==> src/hdl/mem_arbiter_pkg.sv <==
`default_nettype none

package mem_arbiter_pkg;

    ////////////////////////////////////////////////////////////////////
    // bus widths
    ////////////////////////////////////////////////////////////////////

    // address width
    localparam int xlen       = 32;
    // memory bus data width
    localparam int mem_data_w = 64;
    // tag width, tag zero means none
    localparam int mem_tag_w  = 4;

    // bytes per fetch, one bus beat
    localparam logic [xlen-1:0] fetch_step = 8;
    // fetch address out of reset
    localparam logic [xlen-1:0] reset_pc   = '0;

    ////////////////////////////////////////////////////////////////////
    // encodings
    ////////////////////////////////////////////////////////////////////

    // memory bus command
    typedef enum logic [1:0] {
        bus_none  = 2'b00,
        bus_load  = 2'b01,
        bus_store = 2'b10
    } bus_cmd_e;

    // who holds the outstanding request
    typedef enum logic [1:0] {
        owner_none = 2'b00,
        owner_inst = 2'b01,
        owner_data = 2'b10
    } owner_e;

endpackage

`default_nettype wire

==> src/hdl/bus_owner_fsm.sv <==
`timescale 1ns/1ps
`default_nettype none

module bus_owner_fsm (
    input  logic                                  clock,
    input  logic                                  reset,
    input  logic                                  fetch_enable,
    input  logic                                  take_branch,
    input  logic                                  data_pending,
    input  logic                                  data_is_store,
    input  logic [mem_arbiter_pkg::mem_tag_w-1:0] mem2proc_response,
    input  logic [mem_arbiter_pkg::mem_tag_w-1:0] mem2proc_tag,
    output mem_arbiter_pkg::owner_e               owner,
    output logic                                  issue_inst,
    output logic                                  issue_data,
    output logic                                  accept_inst,
    output logic                                  accept_data,
    output logic                                  ret_inst,
    output logic                                  ret_data
);
    import mem_arbiter_pkg::*;

    // tag handed back by memory at acceptance
    logic [mem_tag_w-1:0] tag_q;
    // fetch in flight was overtaken by a redirect
    logic                 drop_q;
    // nonzero response, memory took the request
    logic                 bus_accepts;
    // returning tag belongs to the outstanding request
    logic                 tag_hit;

    ////////////////////////////////////////////////////////////////////
    // issue and acceptance
    ////////////////////////////////////////////////////////////////////

    assign bus_accepts = (mem2proc_response != '0);

    // data port wins when both want the bus
    assign issue_data = (owner == owner_none) && data_pending;
    assign issue_inst = (owner == owner_none) && !data_pending && fetch_enable;

    // zero response leaves the issue standing for next cycle
    assign accept_data = issue_data && bus_accepts;
    assign accept_inst = issue_inst && bus_accepts;

    ////////////////////////////////////////////////////////////////////
    // return decode
    ////////////////////////////////////////////////////////////////////

    // tag_q is nonzero in any owner state, so tag zero never hits
    assign tag_hit = (owner != owner_none) && (mem2proc_tag == tag_q);

    // stale fetch: redirect seen at accept, in flight, or right now
    assign ret_inst = tag_hit && (owner == owner_inst) && !drop_q && !take_branch;
    assign ret_data = tag_hit && (owner == owner_data);

    ////////////////////////////////////////////////////////////////////
    // ownership state
    ////////////////////////////////////////////////////////////////////

    always_ff @(posedge clock or posedge reset) begin
        if (reset) begin
            owner  <= owner_none;
            tag_q  <= '0;
            drop_q <= 1'b0;
        end else begin
            case (owner)
                owner_none: begin
                    // store expects no tag, stay idle
                    if (accept_data && !data_is_store) begin
                        owner <= owner_data;
                        tag_q <= mem2proc_response;
                    end else if (accept_inst) begin
                        owner  <= owner_inst;
                        tag_q  <= mem2proc_response;
                        drop_q <= take_branch;
                    end
                end
                owner_inst: begin
                    if (tag_hit) begin
                        owner  <= owner_none;
                        tag_q  <= '0;
                        drop_q <= 1'b0;
                    end else if (take_branch) begin
                        drop_q <= 1'b1;
                    end
                end
                owner_data: begin
                    if (tag_hit) begin
                        owner <= owner_none;
                        tag_q <= '0;
                    end
                end
                default: begin
                    owner <= owner_none;
                    tag_q <= '0;
                end
            endcase
        end
    end

    // an owned request always carries a real tag
    assert property (@(posedge clock) disable iff (reset)
        (owner != owner_none) |-> (tag_q != '0));

    // one requester per cycle on the bus
    assert property (@(posedge clock) disable iff (reset)
        !(issue_inst && issue_data));

endmodule

`default_nettype wire

==> src/hdl/data_request_latch.sv <==
`timescale 1ns/1ps
`default_nettype none

module data_request_latch (
    input  logic                                   clock,
    input  logic                                   reset,
    input  mem_arbiter_pkg::bus_cmd_e              data_command,
    input  logic [mem_arbiter_pkg::xlen-1:0]       data_addr,
    input  logic [mem_arbiter_pkg::mem_data_w-1:0] data_wdata,
    input  logic                                   accept_data,
    input  mem_arbiter_pkg::owner_e                owner,
    output logic                                   pending,
    output mem_arbiter_pkg::bus_cmd_e              pending_command,
    output logic [mem_arbiter_pkg::xlen-1:0]       pending_addr,
    output logic [mem_arbiter_pkg::mem_data_w-1:0] pending_wdata,
    output logic                                   data_stall
);
    import mem_arbiter_pkg::*;

    // one-cycle strobe from the data port
    logic strobe;

    assign strobe = (data_command != bus_none);

    ////////////////////////////////////////////////////////////////////
    // pending command
    ////////////////////////////////////////////////////////////////////

    always_ff @(posedge clock or posedge reset) begin
        if (reset) begin
            pending         <= 1'b0;
            pending_command <= bus_none;
        end else if (strobe) begin
            pending         <= 1'b1;
            pending_command <= data_command;
        end else if (accept_data) begin
            // memory has it, drop the hold
            pending         <= 1'b0;
        end
    end

    // address and store data ride along with the command
    always_ff @(posedge clock) begin
        if (strobe) begin
            pending_addr  <= data_addr;
            pending_wdata <= data_wdata;
        end
    end

    // stall from the strobe cycle until the load is home
    // store frees the port once accepted
    assign data_stall = strobe || pending || (owner == owner_data);

    // data port honours the stall
    assert property (@(posedge clock) disable iff (reset)
        strobe |-> (!pending && (owner != owner_data)));

endmodule

`default_nettype wire

==> src/hdl/fetch_pc_counter.sv <==
`timescale 1ns/1ps
`default_nettype none

module fetch_pc_counter (
    input  logic                             clock,
    input  logic                             reset,
    input  logic                             accept_inst,
    input  logic                             take_branch,
    input  logic [mem_arbiter_pkg::xlen-1:0] branch_target,
    output logic [mem_arbiter_pkg::xlen-1:0] fetch_addr
);
    import mem_arbiter_pkg::*;

    ////////////////////////////////////////////////////////////////////
    // fetch address register
    ////////////////////////////////////////////////////////////////////

    always_ff @(posedge clock or posedge reset) begin
        if (reset) begin
            fetch_addr <= reset_pc;
        end else if (take_branch) begin
            // redirect beats the step
            fetch_addr <= branch_target;
        end else if (accept_inst) begin
            // one beat per accepted fetch
            fetch_addr <= fetch_addr + fetch_step;
        end
    end

    // alignment is kept as long as every redirect target is aligned
    assert property (@(posedge clock) disable iff (reset)
        ((fetch_addr % fetch_step) == 0)
        && !(take_branch && ((branch_target % fetch_step) != 0))
        |=> ((fetch_addr % fetch_step) == 0));

endmodule

`default_nettype wire

==> src/hdl/mem_arbiter_top.sv <==
`timescale 1ns/1ps
`default_nettype none

module mem_arbiter_top (
    input  logic                                   clock,
    input  logic                                   reset,
    input  logic                                   fetch_enable,
    input  logic                                   take_branch,
    input  logic [mem_arbiter_pkg::xlen-1:0]       branch_target,
    input  mem_arbiter_pkg::bus_cmd_e              data_command,
    input  logic [mem_arbiter_pkg::xlen-1:0]       data_addr,
    input  logic [mem_arbiter_pkg::mem_data_w-1:0] data_wdata,
    input  logic [mem_arbiter_pkg::mem_tag_w-1:0]  mem2proc_response,
    input  logic [mem_arbiter_pkg::mem_data_w-1:0] mem2proc_data,
    input  logic [mem_arbiter_pkg::mem_tag_w-1:0]  mem2proc_tag,
    output mem_arbiter_pkg::bus_cmd_e              proc2mem_command,
    output logic [mem_arbiter_pkg::xlen-1:0]       proc2mem_addr,
    output logic [mem_arbiter_pkg::mem_data_w-1:0] proc2mem_data,
    output logic                                   inst_valid,
    output logic [mem_arbiter_pkg::xlen-1:0]       inst_addr,
    output logic [mem_arbiter_pkg::mem_data_w-1:0] inst_data,
    output logic                                   load_valid,
    output logic [mem_arbiter_pkg::mem_data_w-1:0] load_data,
    output logic                                   data_stall
);
    import mem_arbiter_pkg::*;

    ////////////////////////////////////////////////////////////////////
    // internal wires
    ////////////////////////////////////////////////////////////////////

    // ownership and decisions
    owner_e              owner;
    logic                issue_inst;
    logic                issue_data;
    logic                accept_inst;
    logic                accept_data;
    logic                ret_inst;
    logic                ret_data;

    // fetch side
    logic [xlen-1:0]       fetch_addr;

    // held data request
    logic                  pending;
    bus_cmd_e              pending_command;
    logic [xlen-1:0]       pending_addr;
    logic [mem_data_w-1:0] pending_wdata;

    ////////////////////////////////////////////////////////////////////
    // instances
    ////////////////////////////////////////////////////////////////////

    bus_owner_fsm u_owner (
        .clock             (clock),
        .reset             (reset),
        .fetch_enable      (fetch_enable),
        .take_branch       (take_branch),
        .data_pending      (pending),
        .data_is_store     (pending_command == bus_store),
        .mem2proc_response (mem2proc_response),
        .mem2proc_tag      (mem2proc_tag),
        .owner             (owner),
        .issue_inst        (issue_inst),
        .issue_data        (issue_data),
        .accept_inst       (accept_inst),
        .accept_data       (accept_data),
        .ret_inst          (ret_inst),
        .ret_data          (ret_data)
    );

    fetch_pc_counter u_fetch_pc (
        .clock         (clock),
        .reset         (reset),
        .accept_inst   (accept_inst),
        .take_branch   (take_branch),
        .branch_target (branch_target),
        .fetch_addr    (fetch_addr)
    );

    data_request_latch u_data_req (
        .clock           (clock),
        .reset           (reset),
        .data_command    (data_command),
        .data_addr       (data_addr),
        .data_wdata      (data_wdata),
        .accept_data     (accept_data),
        .owner           (owner),
        .pending         (pending),
        .pending_command (pending_command),
        .pending_addr    (pending_addr),
        .pending_wdata   (pending_wdata),
        .data_stall      (data_stall)
    );

    response_router u_router (
        .clock            (clock),
        .reset            (reset),
        .issue_inst       (issue_inst),
        .issue_data       (issue_data),
        .accept_inst      (accept_inst),
        .ret_inst         (ret_inst),
        .ret_data         (ret_data),
        .fetch_addr       (fetch_addr),
        .pending_command  (pending_command),
        .pending_addr     (pending_addr),
        .pending_wdata    (pending_wdata),
        .mem2proc_data    (mem2proc_data),
        .proc2mem_command (proc2mem_command),
        .proc2mem_addr    (proc2mem_addr),
        .proc2mem_data    (proc2mem_data),
        .inst_valid       (inst_valid),
        .inst_addr        (inst_addr),
        .inst_data        (inst_data),
        .load_valid       (load_valid),
        .load_data        (load_data)
    );

endmodule

`default_nettype wire

==> src/hdl/response_router.sv <==
`timescale 1ns/1ps
`default_nettype none

module response_router (
    input  logic                                   clock,
    input  logic                                   reset,
    input  logic                                   issue_inst,
    input  logic                                   issue_data,
    input  logic                                   accept_inst,
    input  logic                                   ret_inst,
    input  logic                                   ret_data,
    input  logic [mem_arbiter_pkg::xlen-1:0]       fetch_addr,
    input  mem_arbiter_pkg::bus_cmd_e              pending_command,
    input  logic [mem_arbiter_pkg::xlen-1:0]       pending_addr,
    input  logic [mem_arbiter_pkg::mem_data_w-1:0] pending_wdata,
    input  logic [mem_arbiter_pkg::mem_data_w-1:0] mem2proc_data,
    output mem_arbiter_pkg::bus_cmd_e              proc2mem_command,
    output logic [mem_arbiter_pkg::xlen-1:0]       proc2mem_addr,
    output logic [mem_arbiter_pkg::mem_data_w-1:0] proc2mem_data,
    output logic                                   inst_valid,
    output logic [mem_arbiter_pkg::xlen-1:0]       inst_addr,
    output logic [mem_arbiter_pkg::mem_data_w-1:0] inst_data,
    output logic                                   load_valid,
    output logic [mem_arbiter_pkg::mem_data_w-1:0] load_data
);
    import mem_arbiter_pkg::*;

    // address of the fetch in flight
    logic [xlen-1:0] flight_addr;

    ////////////////////////////////////////////////////////////////////
    // request mux
    ////////////////////////////////////////////////////////////////////

    always_comb begin
        proc2mem_command = bus_none;
        proc2mem_addr    = '0;
        proc2mem_data    = '0;
        if (issue_data) begin
            proc2mem_command = pending_command;
            proc2mem_addr    = pending_addr;
            proc2mem_data    = pending_wdata;
        end else if (issue_inst) begin
            // fetch is always a full-beat load
            proc2mem_command = bus_load;
            proc2mem_addr    = fetch_addr;
        end
    end

    ////////////////////////////////////////////////////////////////////
    // returns
    ////////////////////////////////////////////////////////////////////

    // counter moves on after accept, keep the old address
    always_ff @(posedge clock) begin
        if (accept_inst) begin
            flight_addr <= fetch_addr;
        end
    end

    // valid pulses, one cycle each
    always_ff @(posedge clock or posedge reset) begin
        if (reset) begin
            inst_valid <= 1'b0;
            load_valid <= 1'b0;
        end else begin
            inst_valid <= ret_inst;
            load_valid <= ret_data;
        end
    end

    // data goes only to the port that owns the tag
    always_ff @(posedge clock) begin
        if (ret_inst) begin
            inst_addr <= flight_addr;
            inst_data <= mem2proc_data;
        end
        if (ret_data) begin
            load_data <= mem2proc_data;
        end
    end

endmodule

`default_nettype wire
==> config.mk <==
export PLATFORM = sky130hd
export DESIGN_NAME = mem_arbiter_top
export DESIGN_NICKNAME = d
export VERILOG_FILES = /design/src/hdl/mem_arbiter_pkg.sv /design/src/hdl/bus_owner_fsm.sv /design/src/hdl/data_request_latch.sv /design/src/hdl/fetch_pc_counter.sv /design/src/hdl/mem_arbiter_top.sv /design/src/hdl/response_router.sv
export SDC_FILE = /design/constraint.sdc
export NUM_CORES = 1
export LEC_CHECK = 0
export BUFFER_PORTS_ARGS = -buffer_cell sky130_fd_sc_hd__buf_2
export CORE_AREA = 3 3 183 185
export CTS_BUF_LIST = sky130_fd_sc_hd__clkbuf_8
export CTS_CLUSTER_SIZE = 16
export DETAILED_ROUTE_END_ITERATION = 7
export DIE_AREA = 0 0 186 188
export SYNTH_ARGS = -nofsm -noshare
export SYNTH_HDL_FRONTEND = slang
export SYNTH_SLANG_ARGS = --single-unit
==> constraint.sdc <==
create_clock -name clock -period 4.85 [get_ports clock]
set_input_delay 0.2425 -clock clock [delete_from_list [all_inputs] [get_ports clock]]
set_output_delay 0.2425 -clock clock [all_outputs]
set_load 0.01 [all_outputs]
# Word level (Yosys, flattened, before mapping)
# Index checks and enable logic that the tools add are counted.
# totals
reg_bits	332
latch_bits	0
ram_bits	0
rom_bits	0
in_bits	206
output_inout_bits	261
memories	0
# classes
add_sub_neg	1
n_mul	0
div_mod_pow	0
magnitude_cmp	0
eq_ne	9
shift	0
n_mux	22
bitwise_logic	0
n_reduce_logical	27
# ops
cell	n
$mux W32	4
$mux W64	1
$add A32 B4 Y32 const B	1
$mux W4	3
$logic_and A1 B1 Y1	11
$reduce_bool A2 Y1	5
$mux W2	4
$pmux W4 S2	1
$mux W1	7
$eq A2 B2 Y1 const B	2
$eq A4 B4 Y1	1
$logic_not A1 Y1	4
$ne A2 B2 Y1 const B	2
$pmux W2 S2	1
$reduce_and A4 Y1	1
$reduce_bool A4 Y1	1
$ne A3 B2 Y1 const B	1
$ne A3 B3 Y1 const B	1
$eq A2 B1 Y1 const B	1
$logic_not A2 Y1	1
$logic_or A1 B1 Y1	2
$ne A2 B1 Y1 const B	1
$pmux W1 S2	1
$reduce_and A2 Y1	1
$reduce_or A2 Y1	1

# Depth between registers and ports, before layout
# Gate-level depths: netlist of the first run.
# logic_depth
depth_word	7
mapped_depth	9
mapped_depth_nobuf	7

# Cells and area by module
# A second synthesis of the first run with hierarchy kept.
# unflattened
hier_cells	685
hier_area_um2	12006.5
# modules_own_cells
mod	n_inst	cells_each	area_per_inst_um2	seq_area_each_um2
response_router	1	311	6627.6	5815.6
data_request_latch	1	110	3011.6	2957.8
fetch_pc_counter	1	204	1830.5	800.8
bus_owner_fsm	1	59	523.0	175.2
mem_arbiter_top	1	1	13.8	0.0

# Worst setup path after synthesis of the first run
# OpenSTA, ideal clock, no wires.
# synth_timing
path_type	register to register
start	register u_owner.owner[0]
end	register u_router.inst_addr[0] (netlist name) (enable)
setup_time_ps	467
arrival_ps	3415
required_time_ps	4383
path_slack_ps	968
path_stages_with_launch	7
path_buffers	2
synth_period_minus_slack_ps	3882
cell_sequence	dfrtp_1 -> inv_1 -> ha_1 -> buf_2 -> clkbuf_1 -> nor2_1 -> and3_1
# synth_via
elab_chain_len	5
elab_cells_between_ends	6
cone_classes	eq/ne (1); reduce/logical (5)
# synth_rtl
item	line_no	source
start: declaration	bus_owner_fsm.sv:13	output mem_arbiter_pkg::owner_e owner,
start signal: assignment	bus_owner_fsm.sv:63	owner <= owner_none;
start signal: assignment	bus_owner_fsm.sv:71	owner <= owner_data;
start signal: assignment	bus_owner_fsm.sv:74	owner <= owner_inst;
$reduce_bool A2 Y1	bus_owner_fsm.sv:51	assign tag_hit = (owner != owner_none) && (mem2proc_tag == tag_q);
$logic_and A1 B1 Y1	bus_owner_fsm.sv:51	
$logic_and A1 B1 Y1 (*) (3 in series)	bus_owner_fsm.sv:54	assign ret_inst = tag_hit && (owner == owner_inst) && !drop_q && !take_branch;
named net ret_inst	mem_arbiter_top.sv:38	logic ret_inst;
end signal: assignment	response_router.sv:75	inst_addr <= flight_addr;
end: declaration	response_router.sv:21	output logic [mem_arbiter_pkg::xlen-1:0] inst_addr,
# Mark *: on every way through the listed nets, which the timed path passes. The rest lies on a longest branch.
# A chain may end at the register's enable or synchronous reset.

# Worst setup path in the final report of the first run
# layout_timing
start	register u_owner.owner[0]
end	output port proc2mem_addr[19] (netlist name)
# layout_via
elab_chain_len	5
elab_cells_between_ends	6
cone_classes	mux (2); reduce/logical (4)
# layout_rtl
item	line_no	source
$logic_not A2 Y1 (*)	bus_owner_fsm.sv:39, bus_owner_fsm.sv:40	
$logic_and A1 B1 Y1 (2 in series)	bus_owner_fsm.sv:40	assign issue_inst = (owner == owner_none) && !data_pending && fetch_enable;
$mux W32	response_router.sv:43	end else if (issue_inst) begin
$mux W32 (*)	response_router.sv:39	if (issue_data) begin
end: declaration	mem_arbiter_top.sv:17	output logic [mem_arbiter_pkg::xlen-1:0] proc2mem_addr,
# Mark *: on every way between the ends. The rest lies on a longest branch, timed or not.

==> out/results.ini, run 1 <==
[worst_setup_path]
cp_max_fo=72
crit_path_cell_trace=inv_1, ha_2, buf_4, and2_1, buf_4, a22o_1, buf_2
crit_arrival_ns=2.97
path_delay_family=buffers and inverters
cp_slowest_cell=buf_4
end_kind=primary output
worstSetupPathType=reg2out
path_common_cell=buf_4
slowest_delay_ns=0.49
critPathBufInv=4
start_kind=register
crit_required_ns=4.61

[finish]
fin_util_pct=54.9
n_antenna_cell=0
nets=1584
final_area_um2=17700
drive_above_1_share_pct=39.3
syn_to_final_growth_pct=47.9

[placed_design]
dpl.hpwl_um=24200
dpl_cell_area_um2=14700
gp_congestion=0.836
port_buffers=466

[route]
vias=8828
wl_um=35600
drc=0
wl_per_cell_um=19.5
vias_per_cell=4.83
ant_nets=0
drt_iter0_markers=452
first_pass_iters=5

[synthesis]
synth_ff_type=edfxtp_1
netlist_area_um2=12000
async_reset_ff_share_pct=13.3
synth_cell_types=49
synth_top_cell_area_share_pct=72.3
yosysTopAreaCell=edfxtp_1
ys_seq_area_share_pct=81.5
synth_nets=895
ys_ff_latch=332
yosysWarnings=0
synth_edf_count=288
synthTopCellsByArea=edfxtp_1 72%, dfrtp_1 9.2%, and3_1 3.7%
synth_cells=685
avgSynthCellArea_um2=17.5

[floorplanning]
die_x_um=186
core_area_um2=32200
pin_count=467
dieArea_um2=35000
rows=66
start_util_pct=37.1
die_y_um=188

[clocking]
clock_latency_ns=0.60
cts_hold_buf=199
cts_root_buf=clkbuf_8
cts_made_buffers=54
path_clk_slew_ns=0.06
cts_tree=done
ctsResizeCount=0
cts_sinks=332
cts_setup_buffers=0
h-tree-depth=2
clockBufferDepth=3

[global_route]
grt_first_pass_wirelength_um=52400
top_usage_layer=met2
gr-usage-met3_pct=5.82
antenna_found_initial=0
met1_usage_pct=23.3
grt_use_met2_pct=33.8
grt_max_degree=73
groute.usage.overall_pct=19.6
grt_overflow=0
grt_pass1_vias=9126

[sta]
drv_slew=0
setup_tns_ns=0
fin_skew_ns=0.0233
rsz0062_at_grt=no
max_freq_ghz=0.312
min_period_ns=3.21
hold_viol_final=0
relSlewSlack_pct=28.8
fin_crit_sh_pct=66.2
setup_viol=0
worstMarginPinSlew_ns=1.07

[pwr]
ir_worst_vdd_mv=0.302
p_leak_nw=7.53
powerDensity_nw_per_um2=409

[min_path]
min_path_type=in2reg

[status]
status=completed

[job]
drv_cap=0

==> state kept, by name (all words and copies together), names as in the netlist <==
register,cells
u_router.load_valid,1
u_router.inst_valid,1
u_data_req.pending,1
u_data_req.pending_command,2
u_router.load_data,64
u_router.inst_data,64
u_owner.tag_q,4
u_data_req.pending_addr,32
u_router.inst_addr,32
u_data_req.pending_wdata,64
u_owner.drop_q,1
u_owner.owner,2
u_router.flight_addr,32
u_fetch_pc.fetch_addr,32
==> path summary, 6_finish.rpt <==
path                                           from                         to  slack [ns]  cells after the start
max in group asynchronous                     reset         u_data_req.pending        3.67                      3
min                            mem2proc_response[3]           u_owner.tag_q[3]        0.04                      3
min in group asynchronous                     reset  u_fetch_pc.fetch_addr[27]        0.44                      3
max reg2reg                        u_owner.owner[0]   u_router.flight_addr[30]        1.69                      8
max                                u_owner.owner[0]          proc2mem_addr[19]        1.64                      7
min reg2reg                u_router.flight_addr[21]     u_router.inst_addr[21]        0.42                      0
==> power by group <==
group	switching, mW	internal, mW	leakage [nW]
sequential	0.126	3.30	3.23
clock	1.09	1.08	0.593
combinational	0.923	0.713	3.71
total	2.14	5.10	7.53
==> layout by cell type, fill, tap and decap left out, drive strengths merged, types with 3 or more instances in the layout <==
cell / instances
clkinvlp: 3
a22o: 34
xor2: 3
edfxtp: 288
clkbuf: 56
or4: 17
nor4: 4
o21ai: 18
mux2: 3
buf: 473
xnor2: 8
and3: 71
ha: 4
a31oi: 14
nand2: 28
inv: 37
dfrtp: 44
and2: 4
nor2: 19
o211ai: 4
nand3: 12
dlygate4sd3: 199
or3: 5
clkinv: 15
nand4: 15
o31ai: 11
==> final cells by class <==
class	instances	area, um2
Multi-Input combinational cell	304	2030
Tap cell	408	510
Inverter	10	37.5
Clock buffer	56	771
Timing Repair Buffer	672	4380
Sequential cell	332	9750
Fill cell	2611	14500
Clock inverter	45	213
==> tightest hold or removal path, cell delays in order <==
cell	delay, ns
buf_2	0.13
mux2i_1	0.13
o21ai_0	0.09
==> Yosys cell counts, drive strengths merged, types with 5 or more instances <==
| cell | number |
|---|---|
| a22o | 34 |
| a31oi | 14 |
| and3 | 71 |
| buf | 8 |
| clkbuf | 31 |
| dfrtp | 44 |
| edfxtp | 288 |
| inv | 10 |
| nand2 | 28 |
| nand3 | 12 |
| nand4 | 15 |
| nor2 | 19 |
| o21ai | 18 |
| o31ai | 11 |
| or3 | 5 |
| or4 | 17 |
| xnor2 | 8 |
==> logic make-up (layout without fill, tap and decap cells) <==
| logic type | Yosys count | after routing | synth area share (%) |
|---|---|---|---|
| AOI/OAI and AO/OA | 94 | 94 | 5.92 |
| xor gates and xnor gates | 11 | 11 | 0.805 |
| adders and majority gates | 4 | 4 | 0.418 |
| buffers and inverters | 49 | 783 | 1.63 |
| DFF | 332 | 332 | 81.5 |
| muxes | 5 | 5 | 0.450 |
| and+or+nand+nor | 190 | 190 | 9.28 |
==> through the flow <==
step / power, mW / std cells / setup slack, ns / hold WS, ns
floorplan: 4.28 / 685 / 0.968 / 0.335
global placement: 4.98 / 1527 / 1.78 / 0.403
detailed placement: 4.99 / 1527 / 1.68 / 0.405
CTS: 7.33 / 1827 / 1.56 / 0.00783
global route: 7.59 / 1827 / 1.41 / 0.0268
finish: 7.24 / 1827 / 1.64 / 0.0416
==> per-layer routing <==
metal  vias up  wire length, um
li1       4102                -
met1      4222            13700
met2       438            17800
met3        66             3170
met4         0             1020
met5         -                0
Power figures use the tool's default switching activity.
==> inputs of run 2 (changes only) <==
- clock period: 4.85 -> 3.37 ns (I/O delays scaled with it)
==> run 2 against run 1 <==
Compared with the run above:
- global-route usage increased by 0.58 points
- sequential power rose by 43%
- sequential cell count did not move
- largest power group unchanged
- wire length increased by 3.0%
- non-clock buffer count up 5
- clock power is 59% higher
- utilization up 0.61 points
- final area is 1.1% higher
- critical path depth fell by 1
==> out/results.ini, run 2 (synthesized netlist as in run 1, its figures left out) <==
[status]
status=completed

[min_path]
hold_start=take_branch
hold_end=u_fetch_pc.fetch_addr[7]
min_path_type=in2reg
whs_path_depth=3  ; unchanged

[finish]
final_cell_mix=466 x buf_2, 288 x edfxtp_1, 201 x dlygate4sd3_1, 70 x and3_1, 57 x clkbuf_8
top_regs=u_data_req.pending_wdata (64), u_router.inst_data (64), u_router.load_data (64)
n_fill_cell=2581  ; -1.1%
syn_to_final_growth_pct=49.5
drive_above_1_share_pct=39.7  ; +0.47 points
fin_cells=1834  ; +0.38%
final_area_um2=17900  ; +1.1%
layout_commonest_cell=buf_2
nets=1590  ; +0.38%

[floorplanning]
pin_count=467  ; unchanged
die_y_um=188  ; unchanged
core_area_um2=32200  ; unchanged
rows=66  ; unchanged
die_x_um=186  ; unchanged
start_util_pct=37.1  ; unchanged
dieArea_um2=35000  ; unchanged

[job]
drv_cap=0  ; unchanged

[sta]
whs_ns=0.0455  ; +0.00388 ns
worstMarginPinSlew_ns=1.03  ; -0.0353 ns
fin_crit_sh_pct=85.5
hold_viol_final=0  ; unchanged
relSlewSlack_pct=31.2  ; +2.4 points
fin_skew_ns=0.0293  ; +0.00607 ns
setup_viol=0  ; unchanged
max_freq_ghz=0.347
drv_slew=0  ; unchanged
min_period_ns=2.88
setup_tns_ns=0  ; unchanged
rsz0062_at_grt=no

[route]
ant_nets=0  ; unchanged
first_pass_iters=5  ; unchanged
wl_per_cell_um=20.0  ; +2.6%
vias_per_cell=4.88  ; +0.89%
drc=0  ; unchanged
wl_um=36700  ; +3.0%
drt_iter0_markers=502  ; +11%
vias=8941  ; +1.3%

[clocking]
cts_made_buffers=55  ; +1.9%
clock_latency_ns=0.58  ; -0.02 ns
ctsResizeCount=0  ; unchanged
path_clk_slew_ns=0.06  ; about the same
cts_tree=done
cts_setup_buffers=0  ; unchanged
cts_root_buf=clkbuf_8
cts_sinks=332  ; unchanged
clockBufferDepth=3  ; unchanged
h-tree-depth=2  ; unchanged

[pwr]
p_leak_nw=7.60  ; +0.99%
powerDensity_nw_per_um2=604  ; +48%
finalPower_mw=10.8  ; +49%
ir_worst_vdd_mv=0.431  ; +43%

[worst_setup_path]
end_kind=primary output
crit_arrival_ns=2.71  ; -0.26 ns
rr_worst_depth=6  ; -2
r2r_start=u_owner.owner[0]
crit_required_ns=3.20  ; -1.41 ns
start_kind=register
cp_max_fo=71  ; -1.4%
r2r-end=u_fetch_pc.fetch_addr[30]
reg2reg_slack_ns=0.87  ; -0.82 ns
worstSetupPathType=reg2out
crit_path_cell_trace=buf_4, and2_1, buf_12, nand2_1, o21ai_0, buf_2
cp_slowest_cell=and2_1
slowest_delay_ns=0.53  ; +0.04 ns

[global_route]
groute.usage.overall_pct=20.2  ; +0.58 points
grt_pass1_vias=9237  ; +1.2%
gr-usage-met3_pct=6.48  ; +0.66 points
grt_use_met2_pct=35.3  ; +1.5 points
antenna_found_initial=1  ; +1
grt_max_degree=74  ; +1.4%
grt_overflow=0  ; unchanged
top_usage_layer=met2
grt_first_pass_wirelength_um=53800  ; +2.7%
met1_usage_pct=23.4  ; +0.12 points

[placed_design]
gp_congestion=0.852  ; +2.0%
dpl.hpwl_um=25400  ; +4.7%
dp_cells=1530  ; +0.20%
port_buffers=466  ; unchanged
dpl_cell_area_um2=14800  ; +0.49%

## run 2: power breakdown
group          leakage [nW]  internal, mW  switching (mW)
combinational          3.74          1.06            1.38
sequential             3.23          4.75           0.145
clock                 0.633          1.88            1.58
total                  7.60          7.69            3.11
## run 2: worst max-delay path, delay by kind of cell (launching register included)
kind	cells	cell delay [ns]
flip-flops	1	0.36
buffers and inverters	3	0.93
AO/OA/AOI/OAI	1	0.23
AND/OR/NAND/NOR	2	0.60
## run 2: area by class of cell
| type | instances | area (um2) | share of cell area [%] |
|---|---|---|---|
| flip-flops and latches | 332 | 9750 | 54.5 |
| repair buffers | 677 | 4470 | 25.0 |
| multi-input cells | 304 | 2030 | 11.4 |
| clock buffers | 57 | 785 | 4.39 |
| well taps | 408 | 510 | 2.85 |
| clock inverters | 45 | 300 | 1.68 |
| inverters | 10 | 37.5 | 0.210 |
| diodes | 1 | 2.50 | 0.0140 |
## run 2: metal layers
layer	vias to the layer above	share of wire [%]
met5	-	0
met4	0	2.8
met3	68	9.5
met2	472	50
met1	4292	37
li1	4109	-
## run 2: worst max-delay path by stage
stage / start / to / slack (ns)
final: u_data_req.pending / proc2mem_addr[13] / 0.49
after global routing: u_data_req.pending / proc2mem_addr[13] / 0.36
after CTS: u_data_req.pending / proc2mem_addr[13] / 0.48
after detailed placement: u_owner.owner[0] / u_fetch_pc.fetch_addr[30] / 0.90
after global placement: u_owner.owner[0] / u_fetch_pc.fetch_addr[30] / 0.95
after floorplan: u_owner.owner[0] / u_router.load_data[0] / 0.28
## run 2: repair_timing
action / CTS / global route
hold buffers: 201 / 0
endpoints found under the setup margin: 0 / 0
endpoints found under the hold margin: 306 / 0
## run 2: per-stage QoR
stage | setup WS, ns | utilization [%]
floorplan | 0.277 | -
global placement | 0.954 | 45.9
detailed placement | 0.903 | 45.9
CTS | 0.479 | 55.5
global route | 0.360 | 55.5
finish | 0.489 | 55.5
